## config.mk

```make
export PLATFORM = sky130hd
export DESIGN_NAME = decode_stage
export DESIGN_NICKNAME = d
export VERILOG_FILES = /design/src/isa_pkg.sv /design/src/decode_pkg.sv /design/src/reg_file.sv /design/src/ctrl_decode.sv /design/src/imm_extend.sv /design/src/instr_decode.sv /design/src/decode_stage.sv
export VERILOG_INCLUDE_DIRS = /design/src
export SDC_FILE = /design/constraint.sdc
export NUM_CORES = 1
export LEC_CHECK = 0
export ABC_AREA = 1
export CAP_MARGIN = 20
export CORE_ASPECT_RATIO = 1.25
export CORE_MARGIN = 2
export CORE_UTILIZATION = 45
export CTS_CLUSTER_DIAMETER = 200
export DETAILED_ROUTE_END_ITERATION = 8
export DONT_BUFFER_PORTS = 1
export PLACE_DENSITY = 0.65
export SLEW_MARGIN = 15
export SYNTH_ARGS = -nofsm -noshare
export SYNTH_HDL_FRONTEND = slang
export SYNTH_SLANG_ARGS = --single-unit
```

## constraint.sdc

```tcl
create_clock -name clk -period 4.1 [get_ports clk]
set_clock_uncertainty 0.05 [all_clocks]
set_input_delay 0.82 -clock clk [delete_from_list [all_inputs] [get_ports clk]]
set_output_delay 0.82 -clock clk [all_outputs]
set_load 0.02 [all_outputs]
```

## src/wisc_macros.svh

```systemverilog
`ifndef WISC_MACROS_SVH
`define WISC_MACROS_SVH

// Machine word and register file geometry
`define WISC_DATA_W   16
`define WISC_NUM_REGS 8
`define WISC_REG_W    3

// JAL writes its return address here
`define WISC_LINK_REG 7

`endif

```

## src/isa_pkg.sv

```systemverilog
package isa_pkg;

  // Primary opcode, instruction bits 15 to 11
  typedef enum logic [4:0] {
    HALT  = 5'b00000,
    NOP   = 5'b00001,
    J     = 5'b00100,  // PC-relative jump, 11-bit displacement
    JAL   = 5'b00110,  // Jump and link
    ADDI  = 5'b01000,
    SUBI  = 5'b01001,
    XORI  = 5'b01010,
    ANDNI = 5'b01011,
    BEQZ  = 5'b01100,
    BNEZ  = 5'b01101,
    ST    = 5'b10000,
    LD    = 5'b10001,
    SLBI  = 5'b10010,  // Shift left and load byte
    STU   = 5'b10011,  // Store with base update
    LBI   = 5'b11000,
    RTYPE = 5'b11011   // Register-register ALU group
  } opcode_e;

  // R-format function field, bits 1 to 0
  typedef enum logic [1:0] {
    ADD  = 2'b00,
    SUB  = 2'b01,
    XOR  = 2'b10,
    ANDN = 2'b11
  } func_e;

  // Where the immediate comes from and how it is widened
  typedef enum logic [2:0] {
    NONE   = 3'd0,  // No immediate, output zero
    SEXT5  = 3'd1,
    ZEXT5  = 3'd2,
    SEXT8  = 3'd3,
    ZEXT8  = 3'd4,
    SEXT11 = 3'd5
  } imm_kind_e;

endpackage

```

## src/decode_pkg.sv

```systemverilog
`include "wisc_macros.svh"

package decode_pkg;

  // Fetch to decode
  typedef struct packed {
    logic                    valid;
    logic [`WISC_DATA_W-1:0] instr;
    logic [4:0]              pc_hi;  // Upper PC bits for jump target
  } if_id_t;

  // Register write from writeback
  typedef struct packed {
    logic                    we;
    logic [`WISC_REG_W-1:0]  wr_reg;
    logic [`WISC_DATA_W-1:0] wr_data;
  } wb_t;

  // Control bundle carried to execute
  typedef struct packed {
    isa_pkg::opcode_e   op;
    isa_pkg::func_e     func;       // Meaningful for RTYPE only
    isa_pkg::imm_kind_e imm_kind;
    logic               reg_write;
    logic               mem_read;
    logic               mem_write;
    logic               branch;
    logic               jump;
    logic               halt;
  } ctrl_t;

  // Decode to execute pipeline register
  typedef struct packed {
    logic                    valid;
    ctrl_t                   ctrl;
    logic [`WISC_DATA_W-1:0] op_a;         // Register in bits 10 to 8
    logic [`WISC_DATA_W-1:0] op_b;         // Register in bits 7 to 5
    logic [`WISC_DATA_W-1:0] imm;
    logic [`WISC_DATA_W-1:0] jump_target;
    logic [`WISC_REG_W-1:0]  wr_reg;
  } id_ex_t;

endpackage

```

## src/reg_file.sv

```systemverilog
`include "wisc_macros.svh"

module reg_file (
  input  logic                    clk,
  input  logic                    arst_n,
  input  logic [`WISC_REG_W-1:0]  rd_a_sel,
  input  logic [`WISC_REG_W-1:0]  rd_b_sel,
  output logic [`WISC_DATA_W-1:0] rd_a,
  output logic [`WISC_DATA_W-1:0] rd_b,
  input  decode_pkg::wb_t         wb
);

  logic [`WISC_DATA_W-1:0] regs [`WISC_NUM_REGS];
  logic                    byp_a;
  logic                    byp_b;

  // Write port, register 0 is not hardwired
  always_ff @(posedge clk or negedge arst_n) begin
    if (!arst_n) begin
      for (int i = 0; i < `WISC_NUM_REGS; i++) begin
        regs[i] <= '0;
      end
    end else if (wb.we) begin
      regs[wb.wr_reg] <= wb.wr_data;
    end
  end

  // Same-cycle write shows up on the read ports
  assign byp_a = wb.we && (wb.wr_reg == rd_a_sel);
  assign byp_b = wb.we && (wb.wr_reg == rd_b_sel);

  assign rd_a = byp_a ? wb.wr_data : regs[rd_a_sel];
  assign rd_b = byp_b ? wb.wr_data : regs[rd_b_sel];

  // Writeback must name a real register whenever it writes
  a_wr_reg_known: assert property (
    @(posedge clk) disable iff (!arst_n)
    wb.we |-> !$isunknown(wb.wr_reg)
  ) else $error("reg_file: write with unknown register index");

endmodule

```

## src/ctrl_decode.sv

```systemverilog
module ctrl_decode (
  input  logic [15:0]       instr,
  output decode_pkg::ctrl_t ctrl,
  output logic              illegal
);

  logic [4:0] opcode;

  assign opcode = instr[15:11];

  always_comb begin
    ctrl     = '0;
    illegal  = 1'b0;
    ctrl.op  = isa_pkg::opcode_e'(opcode);

    case (opcode)
      isa_pkg::HALT: begin
        ctrl.halt = 1'b1;
      end
      isa_pkg::NOP: begin
        ctrl.imm_kind = isa_pkg::NONE;  // Nothing to do downstream
      end
      isa_pkg::J: begin
        ctrl.jump     = 1'b1;
        ctrl.imm_kind = isa_pkg::SEXT11;
      end
      isa_pkg::JAL: begin
        ctrl.jump      = 1'b1;
        ctrl.reg_write = 1'b1;  // Return address to link register
        ctrl.imm_kind  = isa_pkg::SEXT11;
      end
      isa_pkg::ADDI,
      isa_pkg::SUBI: begin
        ctrl.reg_write = 1'b1;
        ctrl.imm_kind  = isa_pkg::SEXT5;
      end
      // Logical immediates are unsigned
      isa_pkg::XORI,
      isa_pkg::ANDNI: begin
        ctrl.reg_write = 1'b1;
        ctrl.imm_kind  = isa_pkg::ZEXT5;
      end
      isa_pkg::BEQZ,
      isa_pkg::BNEZ: begin
        ctrl.branch   = 1'b1;
        ctrl.imm_kind = isa_pkg::SEXT8;
      end
      isa_pkg::ST: begin
        ctrl.mem_write = 1'b1;
        ctrl.imm_kind  = isa_pkg::SEXT5;
      end
      isa_pkg::LD: begin
        ctrl.mem_read  = 1'b1;
        ctrl.reg_write = 1'b1;
        ctrl.imm_kind  = isa_pkg::SEXT5;
      end
      isa_pkg::STU: begin
        ctrl.mem_write = 1'b1;
        ctrl.reg_write = 1'b1;  // Base register gets the new address
        ctrl.imm_kind  = isa_pkg::SEXT5;
      end
      isa_pkg::LBI: begin
        ctrl.reg_write = 1'b1;
        ctrl.imm_kind  = isa_pkg::SEXT8;
      end
      isa_pkg::SLBI: begin
        ctrl.reg_write = 1'b1;
        ctrl.imm_kind  = isa_pkg::ZEXT8;
      end
      isa_pkg::RTYPE: begin
        ctrl.reg_write = 1'b1;
        ctrl.func      = isa_pkg::func_e'(instr[1:0]);
      end
      default: begin
        // Unknown opcode, no side effects at all
        ctrl    = '0;
        illegal = 1'b1;
      end
    endcase
  end

endmodule

```

## src/imm_extend.sv

```systemverilog
module imm_extend (
  input  logic [15:0]        instr,
  input  isa_pkg::imm_kind_e kind,
  output logic [15:0]        imm
);

  // Single select replaces separate extenders and muxes
  always_comb begin
    case (kind)
      isa_pkg::SEXT5: begin
        imm = {{11{instr[4]}}, instr[4:0]};
      end
      isa_pkg::ZEXT5: begin
        imm = {11'd0, instr[4:0]};
      end
      isa_pkg::SEXT8: begin
        imm = {{8{instr[7]}}, instr[7:0]};
      end
      isa_pkg::ZEXT8: begin
        imm = {8'd0, instr[7:0]};
      end
      isa_pkg::SEXT11: begin
        imm = {{5{instr[10]}}, instr[10:0]};  // Jump displacement
      end
      default: begin
        imm = '0;  // NONE and unused codes
      end
    endcase
  end

endmodule

```

## src/instr_decode.sv

```systemverilog
`include "wisc_macros.svh"

module instr_decode (
  input  logic                    clk,
  input  logic                    arst_n,
  input  logic [15:0]             instr,
  input  logic [4:0]              pc_hi,
  input  decode_pkg::wb_t         wb,
  output decode_pkg::ctrl_t       ctrl,
  output logic [15:0]             op_a,
  output logic [15:0]             op_b,
  output logic [15:0]             imm,
  output logic [15:0]             jump_target,
  output logic [`WISC_REG_W-1:0]  wr_reg,
  output logic                    illegal
);

  logic [`WISC_REG_W-1:0] rs_a;  // Bits 10 to 8
  logic [`WISC_REG_W-1:0] rs_b;  // Bits 7 to 5
  logic [`WISC_REG_W-1:0] rd_r;  // R-format destination, bits 4 to 2

  assign rs_a = instr[10:8];
  assign rs_b = instr[7:5];
  assign rd_r = instr[4:2];

  ctrl_decode u_ctrl_decode (
    .instr   (instr),
    .ctrl    (ctrl),
    .illegal (illegal)
  );

  reg_file u_reg_file (
    .clk      (clk),
    .arst_n   (arst_n),
    .rd_a_sel (rs_a),
    .rd_b_sel (rs_b),
    .rd_a     (op_a),
    .rd_b     (op_b),
    .wb       (wb)
  );

  imm_extend u_imm_extend (
    .instr (instr),
    .kind  (ctrl.imm_kind),
    .imm   (imm)
  );

  // Destination register select
  always_comb begin
    case (ctrl.op)
      isa_pkg::RTYPE: wr_reg = rd_r;
      isa_pkg::ADDI,
      isa_pkg::SUBI,
      isa_pkg::XORI,
      isa_pkg::ANDNI,
      isa_pkg::LD:    wr_reg = rs_b;
      // These write back into the first source field
      isa_pkg::LBI,
      isa_pkg::SLBI,
      isa_pkg::STU:   wr_reg = rs_a;
      isa_pkg::JAL:   wr_reg = `WISC_REG_W'(`WISC_LINK_REG);
      default:        wr_reg = '0;
    endcase
  end

  assign jump_target = {pc_hi, instr[10:0]};  // Page from PC, offset from instr

endmodule

```

## src/decode_stage.sv

```systemverilog
module decode_stage (
  input  logic               clk,
  input  logic               arst_n,
  input  decode_pkg::if_id_t if_id,
  input  decode_pkg::wb_t    wb,
  input  logic               stall,
  output decode_pkg::id_ex_t id_ex,
  output logic               err
);

  decode_pkg::ctrl_t ctrl;
  logic [15:0]       op_a;
  logic [15:0]       op_b;
  logic [15:0]       imm;
  logic [15:0]       jump_target;
  logic [2:0]        wr_reg;
  logic              illegal;

  instr_decode u_instr_decode (
    .clk         (clk),
    .arst_n      (arst_n),
    .instr       (if_id.instr),
    .pc_hi       (if_id.pc_hi),
    .wb          (wb),
    .ctrl        (ctrl),
    .op_a        (op_a),
    .op_b        (op_b),
    .imm         (imm),
    .jump_target (jump_target),
    .wr_reg      (wr_reg),
    .illegal     (illegal)
  );

  // Decode to execute register, frozen while execute stalls
  always_ff @(posedge clk or negedge arst_n) begin
    if (!arst_n) begin
      id_ex <= '0;
    end else if (!stall) begin
      id_ex.valid       <= if_id.valid;
      id_ex.ctrl        <= if_id.valid ? ctrl : '0;  // Bubbles carry no control
      id_ex.op_a        <= op_a;
      id_ex.op_b        <= op_b;
      id_ex.imm         <= imm;
      id_ex.jump_target <= jump_target;
      id_ex.wr_reg      <= wr_reg;
    end
  end

  assign err = if_id.valid & illegal;

  // Execute relies on the bundle not moving under a stall
  a_hold_on_stall: assert property (
    @(posedge clk) disable iff (!arst_n)
    stall |=> $stable(id_ex)
  ) else $error("decode_stage: id_ex changed during stall");

endmodule

```

# Word-level counts from Yosys, hierarchy flattened
# Index checks and enable logic that the tools add are counted.
# W data, S select, Z words.
dict set report totals {
  reg_bits 212
  input_bits 45
  output_inout_bits 85
  elab_cells 101
}
dict set report classes {
  order_cmp 4
  n_eq_ne 32
  mux 24
  bitwise 4
  reduce_logical 14
}
# cell count
set op_table {}
lappend op_table {{$bwmux W128} 1}
lappend op_table {{$mux W16} 8}
lappend op_table {{$bmux W16 S3} 2}
lappend op_table {{$pmux W16 S5} 1}
lappend op_table {{$eq A5 B5 Y1 const B} 11}
lappend op_table {{$eq A5 B4 Y1 const B} 10}
lappend op_table {{$demux W16 S3} 1}
lappend op_table {{$reduce_or A16 Y1} 1}
lappend op_table {{$eq A5 B3 Y1 const B} 3}
lappend op_table {{$pmux W3 S5} 1}
lappend op_table {{$ge A4 B4 Y1 const B} 3}
lappend op_table {{$not A3 Y4} 3}
lappend op_table {{$pmux W3 S4} 1}
lappend op_table {{$reduce_or A10 Y1} 1}
lappend op_table {{$reduce_or A5 Y1} 2}
lappend op_table {{$reduce_or A2 Y1} 4}
lappend op_table {{$mux W1} 7}
lappend op_table {{$eq A3 B2 Y1 const B} 2}
lappend op_table {{$eq A3 B3 Y1} 2}
lappend op_table {{$eq A3 B3 Y1 const B} 2}
lappend op_table {{$reduce_or A3 Y1} 2}
lappend op_table {{$eq A5 B1 Y1 const B} 1}
lappend op_table {{$logic_not A5 Y1} 1}
lappend op_table {{$mux W5} 1}
lappend op_table {{5 further kinds} 7}

# Logic depth before layout (Yosys ltp)
# Gate-level depths: netlist (run 1).
dict set report logic_depth {
  ltp_word 6
  mapped_depth 11
  depth_no_buf 10
}

# Modules after synthesis
# A second synthesis (run 1) with hierarchy kept.
dict set report unflattened {
  cells_unflattened 1701
  hier_area_um2 11738.8
}
# mod n_inst cells_each area_per_inst_um2 seq_area_each_um2
set modules_own_cells {}
lappend modules_own_cells {reg_file 1 1198 7746.2 3203.1}
lappend modules_own_cells {decode_stage 1 359 3191.8 2102.0}
lappend modules_own_cells {instr_decode 1 53 306.5 0.0}
lappend modules_own_cells {ctrl_decode 1 57 304.0 0.0}
lappend modules_own_cells {imm_extend 1 34 190.2 0.0}

# Least setup slack after synthesis (run 1)
# No wires, ideal clock.
dict set report synth_timing {
  path_kind {input to output}
  start {input port if_id[17] in the netlist's numbering}
  end {output port err}
  arrival_time_ns 1.866
  required_time_ns 3.230
  path_slack_ns 1.364
  cell_stages 9
  n_path_buf 1
  cell_sequence {buf_4 inv_1 nand2_1 inv_1 nand2_1 nand2_1 nor2_1 nand3_1 nor2_1}
}
dict set report synth_via {
  elab_chain_len 4
  elab_cells_between_ends 19
  classes_between {eq/ne (15); mux (1); bitwise (1); reduce/logical (2)}
}
# element line_no
set synth_lines {}
lappend synth_lines {{from (decl)} decode_stage.sv:4} ;# input decode_pkg::if_id_t if_id,
lappend synth_lines {{$eq A5 B5 Y1, or another cell as far along} ctrl_decode.sv:16} ;# case (opcode)
lappend synth_lines {{$reduce_or A16 Y1 (no line) (*)} --}
lappend synth_lines {{$mux W1 (*)} ctrl_decode.sv:16}
lappend synth_lines {{$and A1 B1 Y1 (*)} decode_stage.sv:49} ;# assign err = if_id.valid & illegal;
lappend synth_lines {{to (decl)} decode_stage.sv:8} ;# output logic err
# Mark *: on every way between the ends. The rest lies on a longest branch, timed or not.

# Final worst setup path (run 1)
# Same ends and word-level chain as after synthesis.

==> impl_metrics.tcl, run 1 <==
set metrics [dict create \
    clk-insertion-delay-late_ps 510 \
    avgSynthCellArea_um2 7.07 \
    tightestPinTransition_ps 1110 \
    dr.first_iter.drc_count 933 \
    fp.dieH_um 178 \
    antenna_cells 0 \
    stdcell_area_um2 11700 \
    antenna_found_initial 0 \
    crit_end "err" \
    synth_compound_area_frac 0.100 \
    first_pass_iters 6 \
    fmax_mhz 359 \
    cp_max_fo 9 \
    r2r_cells 3 \
    dp_slack_ps 1330 \
    gp_congestion 0.888 \
    seq_area_frac_synth 0.476 \
    synth_top_area_cell "dfrtp_1" \
    max_cap_violations 0 \
    wl_um 33700 \
    clkSinkCount 207 \
    htreeDepth 1 \
    final_layout_size_suffix_gt1_frac 0.0430 \
    vias_per_cell 5.52 \
    drv_slew 0 \
    dieArea_um2 25500 \
    r2r_start "id_ex[33]$_DFFE_PN0N_" \
    synth_top_family_by_area "simple AND/OR/NAND/NOR gates" \
    slew_headroom 0.263 \
    ant_nets 0 \
    crit_type "input port to output pin" \
    fp.dieW_um 143 \
    syn-num-nets 1584 \
    setup_ws_ps 1320 \
    fin_total_pwr_mw 5.59 \
    min_period_ps 2780 \
    numCtsBuffers 21 \
    start_util 0.459 \
    synthTopCellsByCount "nand2_1 (626), nand3_1 (208), dfrtp_1 (207)" \
    power.density_nw_per_um2 478 \
    grt_pass1_vias 9465 \
    place_area_um2 10900 \
    hp-class "input port to async pin" \
    vias 10000 \
    numPortBuffers 0 \
    synth-adder-area-share 0 \
    critPathArrivalTime_ps 1910 \
    grt_max_degree 208 \
    hpwl_um 20000 \
    layout.nets 1523 \
    yosys_register_bits 207 \
    grt.total_usage 0.265 \
    area_growth_syn_to_layout_pct 7.42 \
    fin_crit_sh 0.679 \
    hold_violations 0 \
    synth_area_leaders "dfrtp_1 (48%), nand2_1 (22%), nand3_1 (9.6%)" \
    grt_remaining_overflow 0 \
    r2r_setup_slack_ps 2660 \
    crit_start "if_id[17]" \
    peakVddDrop_mv 0.212 \
    final.setup.tns_ps 0 \
    synthMuxAreaShare 0 \
    remaining_drc_errors 0 \
    synthesis.area_um2 10900 \
    startpoint_type "input port" \
    synth-async-reset-ratio 1.00 \
    synth_top_area_share 0.476 \
    rsz0062_at_grt "false" \
    floorplan.rows 63 \
    avgRoutedWirePerCell_um 18.6 \
    ys_warn_count 0 \
    ctsLongestPathBuffers 3 \
    endpoint_kind "output pin" \
    synth_xor_area_frac 0 \
    clkTransAtPathRegs_ps 60 \
    synth_edf_count 0 \
    required_ps 3230 \
    grt_first_pass_wirelength_um 52700 \
    clockRootBuffer "clkbuf_16" \
    r2r-end "id_ex[33]$_DFFE_PN0N_" \
    cts_tree "built" \
    fillers 2364 \
    boundaryPins 130 \
    p_leak_nw 5.94 \
    synthSimpleGateAreaFrac 0.344 \
    cts_resized 0 \
    ys_types 27 \
    core_area_um2 23700 \
    netlist_instances 1539 \
    status "completed" \
    synth.most_common_cell "nand2_1" \
    ys.flop_type "dfrtp_1" \
    finalSetupViolCount 0 \
    post_cts_buffers 0 \
]
[state kept, by name, indices dropped and copies added, names as in the netlist]
name                            count
id_ex                              79
u_instr_decode.u_reg_file.regs    128
[cell families after synthesis]
| family | after synthesis |
|---|---|
| buf+inv | 206 |
| flops | 207 |
| compound gates | 209 |
| simple gates | 917 |
[cells in the final DEF, fill, tap and decap left out, types with 10 or more instances in the layout]
cell,count
nand2_1,626
nand3_1,208
dfrtp_1,207
o21ai_0,146
inv_1,96
nor2_1,77
o21ai_1,29
clkbuf_16,21
a21oi_1,20
buf_4,11
inv_2,10
[routing by layer]
layer	vias to the layer above	part of all wire	track usage
met2	429	0.48	0.445
met5	-	0	0
met1	4733	0.40	0.334
met3	79	0.095	0.0602
li1	4768	-	-
met4	0	0.030	0.0978
[report_power, final]
group	internal (mW)	switching, mW
sequential	2.37	0.365
combinational	0.325	0.539
clock	1.19	0.803
total	3.89	1.71
[area by class of cell]
cell class	count	area, µm²	share of cell area
Clock buffer	27	588	0.0503
Clock inverter	7	113	0.00963
Sequential cell	207	5180	0.443
Timing Repair Buffer	15	161	0.0138
Tap cell	325	407	0.0348
Multi-Input combinational cell	1126	4840	0.414
Inverter	107	404	0.0346
[critical path, cell delays in order]
cell     delay [ps]
inv_1            60
nand2_1          90
inv_1            40
nand2_1          60
nand2_1         150
nor2_1          140
nand3_1         180
nor2_1          360
[through the flow]
stage / cells / hold WS, ps / utilization
finish: 1814 / 148 / 0.493
global route: 1814 / 167 / 0.493
CTS: 1810 / -47.6 / 0.489
detailed placement: 1776 / 424 / 0.460
global placement: 1776 / 416 / 0.460
floorplan: 1539 / 403 / -
[worst min-delay path by stage]
stage	cells after the start	start	to	slack, ps
2_1_floorplan	2	u_instr_decode.u_reg_file.regs[101]$_DFFE_PN0P_	u_instr_decode.u_reg_file.regs[101]$_DFFE_PN0P_	400
3_3_place_gp	2	u_instr_decode.u_reg_file.regs[28]$_DFFE_PN0P_	u_instr_decode.u_reg_file.regs[28]$_DFFE_PN0P_	420
3_5_place_dp	2	u_instr_decode.u_reg_file.regs[85]$_DFFE_PN0P_	u_instr_decode.u_reg_file.regs[85]$_DFFE_PN0P_	420
4_1_cts	0	arst_n	u_instr_decode.u_reg_file.regs[3]$_DFFE_PN0P_	-50
5_1_grt	1	arst_n	id_ex[82]$_DFFE_PN0N_	170
6_report	1	arst_n	id_ex[82]$_DFFE_PN0N_	150
Note: power is estimated with default switching activity, not from simulation.
==> run 2: changes to the inputs <==
- clock period: 4.1 -> 2.7 ns (I/O delays scaled with it)
==> run 2 against run 1 <==
The flow now finishes with violations (negative hold slack); cell count grew 0.33%; first-iteration DRC count shrank 3.4%; register-to-register slack lost 1100 ps; critical path depth is the same; routed wire length grew 0.31%; core utilization grew 0.13 points; sequential share of layout area shrank 0.12 points; setup slack lost 860 ps; clock power grew 51%; power grew 50%; critical endpoint unchanged; highest routed layer unchanged.
==> impl_metrics.tcl, run 2 (synthesis gave the netlist of run 1 again) <==
set metrics [dict create \
    status "complete, but fails checks" \
    violations "negative hold slack" \
    place_area_um2 11000 \
    hpwl_um 20700 \
    drv_slew 0 \
    crit_type "input port to output pin" \
    crit_family "simple AND/OR/NAND/NOR gates" \
    dieArea_um2 25500 \
    stdcell_area_um2 11700 \
    r2r_setup_slack_ps 1530 \
    clkSinkCount 207 \
    final_layout_size_suffix_gt1_frac 0.0468 \
    numCtsBuffers 22 \
    layout.nets 1525 \
    max_cap_violations 0 \
    power.density_nw_per_um2 718 \
    r2r-end "id_ex[63]$_DFFE_PN0N_" \
    min_period_ps 2240 \
    top_regs "u_instr_decode.u_reg_file.regs x128, id_ex x79" \
    tightestPinTransition_ps 755 \
    largest_register "u_instr_decode.u_reg_file.regs" \
    remaining_drc_errors 0 \
    p_leak_nw 5.96 \
    finalSetupViolCount 0 \
    critPathArrivalTime_ps 1650 \
    grt_pass1_vias 9547 \
    slew_headroom 0.496 \
    r2r_cells 8 \
    ctsLongestPathBuffers 3 \
    endpoint_kind "output pin" \
    grt_first_pass_wirelength_um 53200 \
    startpoint_type "input port" \
    setup_ws_ps 457 \
    boundaryPins 130 \
    fin_crit_sh 0.831 \
    vias 10100 \
    rsz0062_at_grt "false" \
    crit_cells 8 \
    final_cell_mix "nand2_1 (626), nand3_1 (208), dfrtp_1 (207)" \
    antenna_found_initial 0 \
    numPortBuffers 0 \
    avgRoutedWirePerCell_um 18.6 \
    cp_max_fo 9 \
    dr.first_iter.drc_count 901 \
    start_util 0.459 \
    antenna_cells 0 \
    clkTransAtPathRegs_ps 60 \
    fin_total_pwr_mw 8.42 \
    floorplan.rows 63 \
    ant_nets 0 \
    core_area_um2 23700 \
    fmax_mhz 446 \
    largest_reg_flops 128 \
    cts_resized 0 \
    clockRootBuffer "clkbuf_16" \
    layout_commonest_cell "nand2_1" \
    clk-insertion-delay-late_ps 500 \
    cts_tree "built" \
    path_buf_inv 2 \
    final.setup.tns_ps 0 \
    cp_slowest_cell "nor2_1" \
    area_growth_syn_to_layout_pct 7.70 \
    hold_violations 207 \
    vias_per_cell 5.53 \
    first_pass_iters 6 \
    required_ps 2110 \
    fp.dieH_um 178 \
    gp_congestion 0.935 \
    grt_remaining_overflow 0 \
    hp-class "input port to async pin" \
    post_cts_buffers 0 \
    r2r_start "u_instr_decode.u_reg_file.regs[76]$_DFFE_PN0P_" \
    holdWs_ps -323 \
    wl_um 33800 \
    fp.dieW_um 143 \
    dp_slack_ps 484 \
    peakVddDrop_mv 0.283 \
    cpMostUsedCell "nand2_1" \
    grt.total_usage 0.268 \
    grt_max_degree 208 \
    cp_cell_sequence "inv_1 > nand2_1 > inv_1 > nand2_1 > nand2_1 > nor2_1 > nand3_1 > nor2_1" \
    critical_path.max_stage_delay_ps 360 \
    htreeDepth 1 \
]
## run 2: changes by cell type in the layout (fill, tap and decap cells not counted), sizes merged
cell,previous run,this run
bufinv,3,1
clkinv,3,6
buf,14,16
clkbuf,28,31
## run 2: routing by layer
metal,global-route usage,share of wire,up-vias
li1,-,-,4775
met3,0.0526,0.089,87
met1,0.340,0.40,4737
met4,0.107,0.034,0
met5,0,0,-
met2,0.449,0.48,457
## run 2: per-stage QoR
stage | utilization | std cells
5_1_grt | 0.494 | 1820
2_1_floorplan | - | 1539
6_report | 0.494 | 1820
4_1_cts | 0.494 | 1820
3_5_place_dp | 0.464 | 1781
3_3_place_gp | 0.464 | 1781
## run 2: worst max path at each step
stage	slack, ps	startpoint	endpoint
after global routing	340	if_id[17]	err
final	460	if_id[17]	err
after floorplan	520	if_id[17]	err
after global placement	530	if_id[17]	err
after detailed placement	480	if_id[17]	err
after CTS	490	if_id[17]	err
## run 2: layout make-up
cell class,count,area [µm²]
clock inverters,8,67.6
multi-input cells,1126,4840
fillers,2342,12000
well taps,325,407
clock buffers,31,656
flip-flops and latches,207,5180
repair buffers,16,170
inverters,107,404
## run 2: power by group
part | total [mW] | internal, mW | switching [mW]
combinational | 1.27 | 0.493 | 0.777
clock | 3.01 | 1.78 | 1.22
sequential | 4.14 | 3.60 | 0.543
total | 8.42 | 5.87 | 2.54
==> run 3: changes to the inputs <==
- clock period: 2.7 -> 2.1 ns (I/O delays scaled with it)
==> run 3 against run 2 <==
The run still ends with negative hold slack left; sequential share of layout area down 1.5 points; critical path depth down 1; register-to-register slack worse by 790 ps; combinational power up 37%.
==> impl_metrics.tcl, run 3 (synthesis gave the netlist of run 1 again) <==
set metrics [dict create \
    grt_max_degree 208 \
    max_cap_violations 0 \
    core_area_um2 23700 \
    hp-class "input port to async pin" \
    wl_um 34800 \
    layout_commonest_cell "nand2_1" \
    min_period_ps 1800 \
    antenna_found_initial 0 \
    boundaryPins 130 \
    remaining_drc_errors 0 \
    avgRoutedWirePerCell_um 18.7 \
    post_cts_buffers 0 \
    area_growth_syn_to_layout_pct 11.6 \
    final_cell_mix "nand2_1 (626), nand3_1 (208), dfrtp_1 (207)" \
    pwr-share-seq 0.487 \
    vias 10200 \
    finalSetupViolCount 0 \
    grt_remaining_overflow 0 \
    place_area_um2 11100 \
    grt_pass1_vias 9650 \
    cp_max_fo 6 \
    clkTransAtPathRegs_ps 60 \
    cts_resized 0 \
    dieArea_um2 25500 \
    power.density_nw_per_um2 901 \
    largest_reg_flops 128 \
    vias_per_cell 5.46 \
    required_ps 1630 \
    critical_path.max_stage_delay_ps 230 \
    cts_tree "built" \
    fmax_mhz 555 \
    hold_violations 207 \
    fin_crit_sh 0.858 \
    grt_first_pass_wirelength_um 54500 \
    tightestPinTransition_ps 531 \
    cp_slowest_cell "nor2_1" \
    clkSinkCount 207 \
    largest_register "u_instr_decode.u_reg_file.regs" \
    crit_type "input port to output pin" \
    endpoint_kind "output pin" \
    power_switching_mw 3.31 \
    grt.total_usage 0.274 \
    htreeDepth 1 \
    cp_cell_sequence "nor2_1 > nand3_1 > nand2_1 > inv_1 > nand3_1 > nor2_1 > buf_4" \
    cts_hold_buf 32 \
    power.internal_mw 7.62 \
    slew_headroom 0.646 \
    clkPwrFrac 0.354 \
    numPortBuffers 0 \
    peakVddDrop_mv 0.346 \
    stdcell_area_um2 12100 \
    clk-insertion-delay-late_ps 510 \
    critPathArrivalTime_ps 1330 \
    fp.dieH_um 178 \
    path_buf_inv 2 \
    fillers 2347 \
    p_leak_nw 6.16 \
    clockRootBuffer "clkbuf_16" \
    hpwl_um 20800 \
    antenna_cells 0 \
    ctsLongestPathBuffers 3 \
    top_regs "u_instr_decode.u_reg_file.regs x128, id_ex x79" \
    ant_nets 0 \
    rsz0062_at_grt "false" \
    dp_slack_ps 305 \
    layout.nets 1566 \
    swShare 0.303 \
    final.setup.tns_ps 0 \
    violations "negative hold slack" \
    first_pass_iters 6 \
    fp.dieW_um 143 \
    setup_ws_ps 297 \
    final_layout_size_suffix_gt1_frac 0.0508 \
    crit_family "simple AND/OR/NAND/NOR gates" \
    holdWs_ps -445 \
    drv_slew 0 \
    startpoint_type "input port" \
    numCtsBuffers 21 \
    start_util 0.459 \
    floorplan.rows 63 \
    share_comb_of_total_power 0.159 \
    dr.first_iter.drc_count 1010 \
    status "complete, but fails checks" \
    gp_congestion 0.879 \
]
[run 3: changes by cell type in the layout (fill, tap and decap cells not counted), sizes merged]
cell,previous run,this run
buf,16,27
bufinv,1,2
clkinv,6,2
dlygate4sd3,0,31
inv,107,108
[run 3: layout make-up]
class	instances	area, µm²	share of cell area
Timing Repair Buffer	58	608	0.0501
Clock inverter	6	86.3	0.00711
Tap cell	325	407	0.0335
Sequential cell	207	5180	0.426
Clock buffer	31	623	0.0513
Inverter	107	404	0.0333
Multi-Input combinational cell	1126	4840	0.398
[run 3: final timing paths]
kind	startpoint	endpoint	slack, ps	depth (start not counted)
max	if_id[18]	err	300	7
max reg2reg	id_ex[67]$_DFFE_PN0N_	id_ex[67]$_DFFE_PN0N_	740	3
min reg2reg	u_instr_decode.u_reg_file.regs[60]$_DFFE_PN0P_	u_instr_decode.u_reg_file.regs[60]$_DFFE_PN0P_	440	2
max in group asynchronous	arst_n	u_instr_decode.u_reg_file.regs[14]$_DFFE_PN0P_	2070	0
min in group clk	stall	id_ex[7]$_DFFE_PN0N_	10	2
min	arst_n	id_ex[82]$_DFFE_PN0N_	-440	0
[run 3: routing by layer]
layer  global-route usage  wire length [µm]  vias to the layer above
met5                    0                 0                        -
met4               0.0969              1090                        0
met3               0.0591              3150                       71
met2                0.450             16100                      472
met1                0.358             14400                     4749
li1                     -                 -                     4861
[run 3: stage by stage]
stage               std cells   util  total power [mW]
finish                   1860  0.512              10.9
global route             1860  0.512              11.5
CTS                      1860  0.512              11.0
detailed placement       1791  0.468              7.02
global placement         1791  0.468              6.97
floorplan                1539      -              6.63
[run 3: power by group through the flow]
stage	logic (mW)	clock network (mW)	registers, mW
floorplan	1.40	0	5.23
global route	2.03	4.10	5.40
global placement	1.60	0	5.36
CTS	1.74	3.92	5.31
finish	1.74	3.87	5.32
detailed placement	1.65	0	5.38
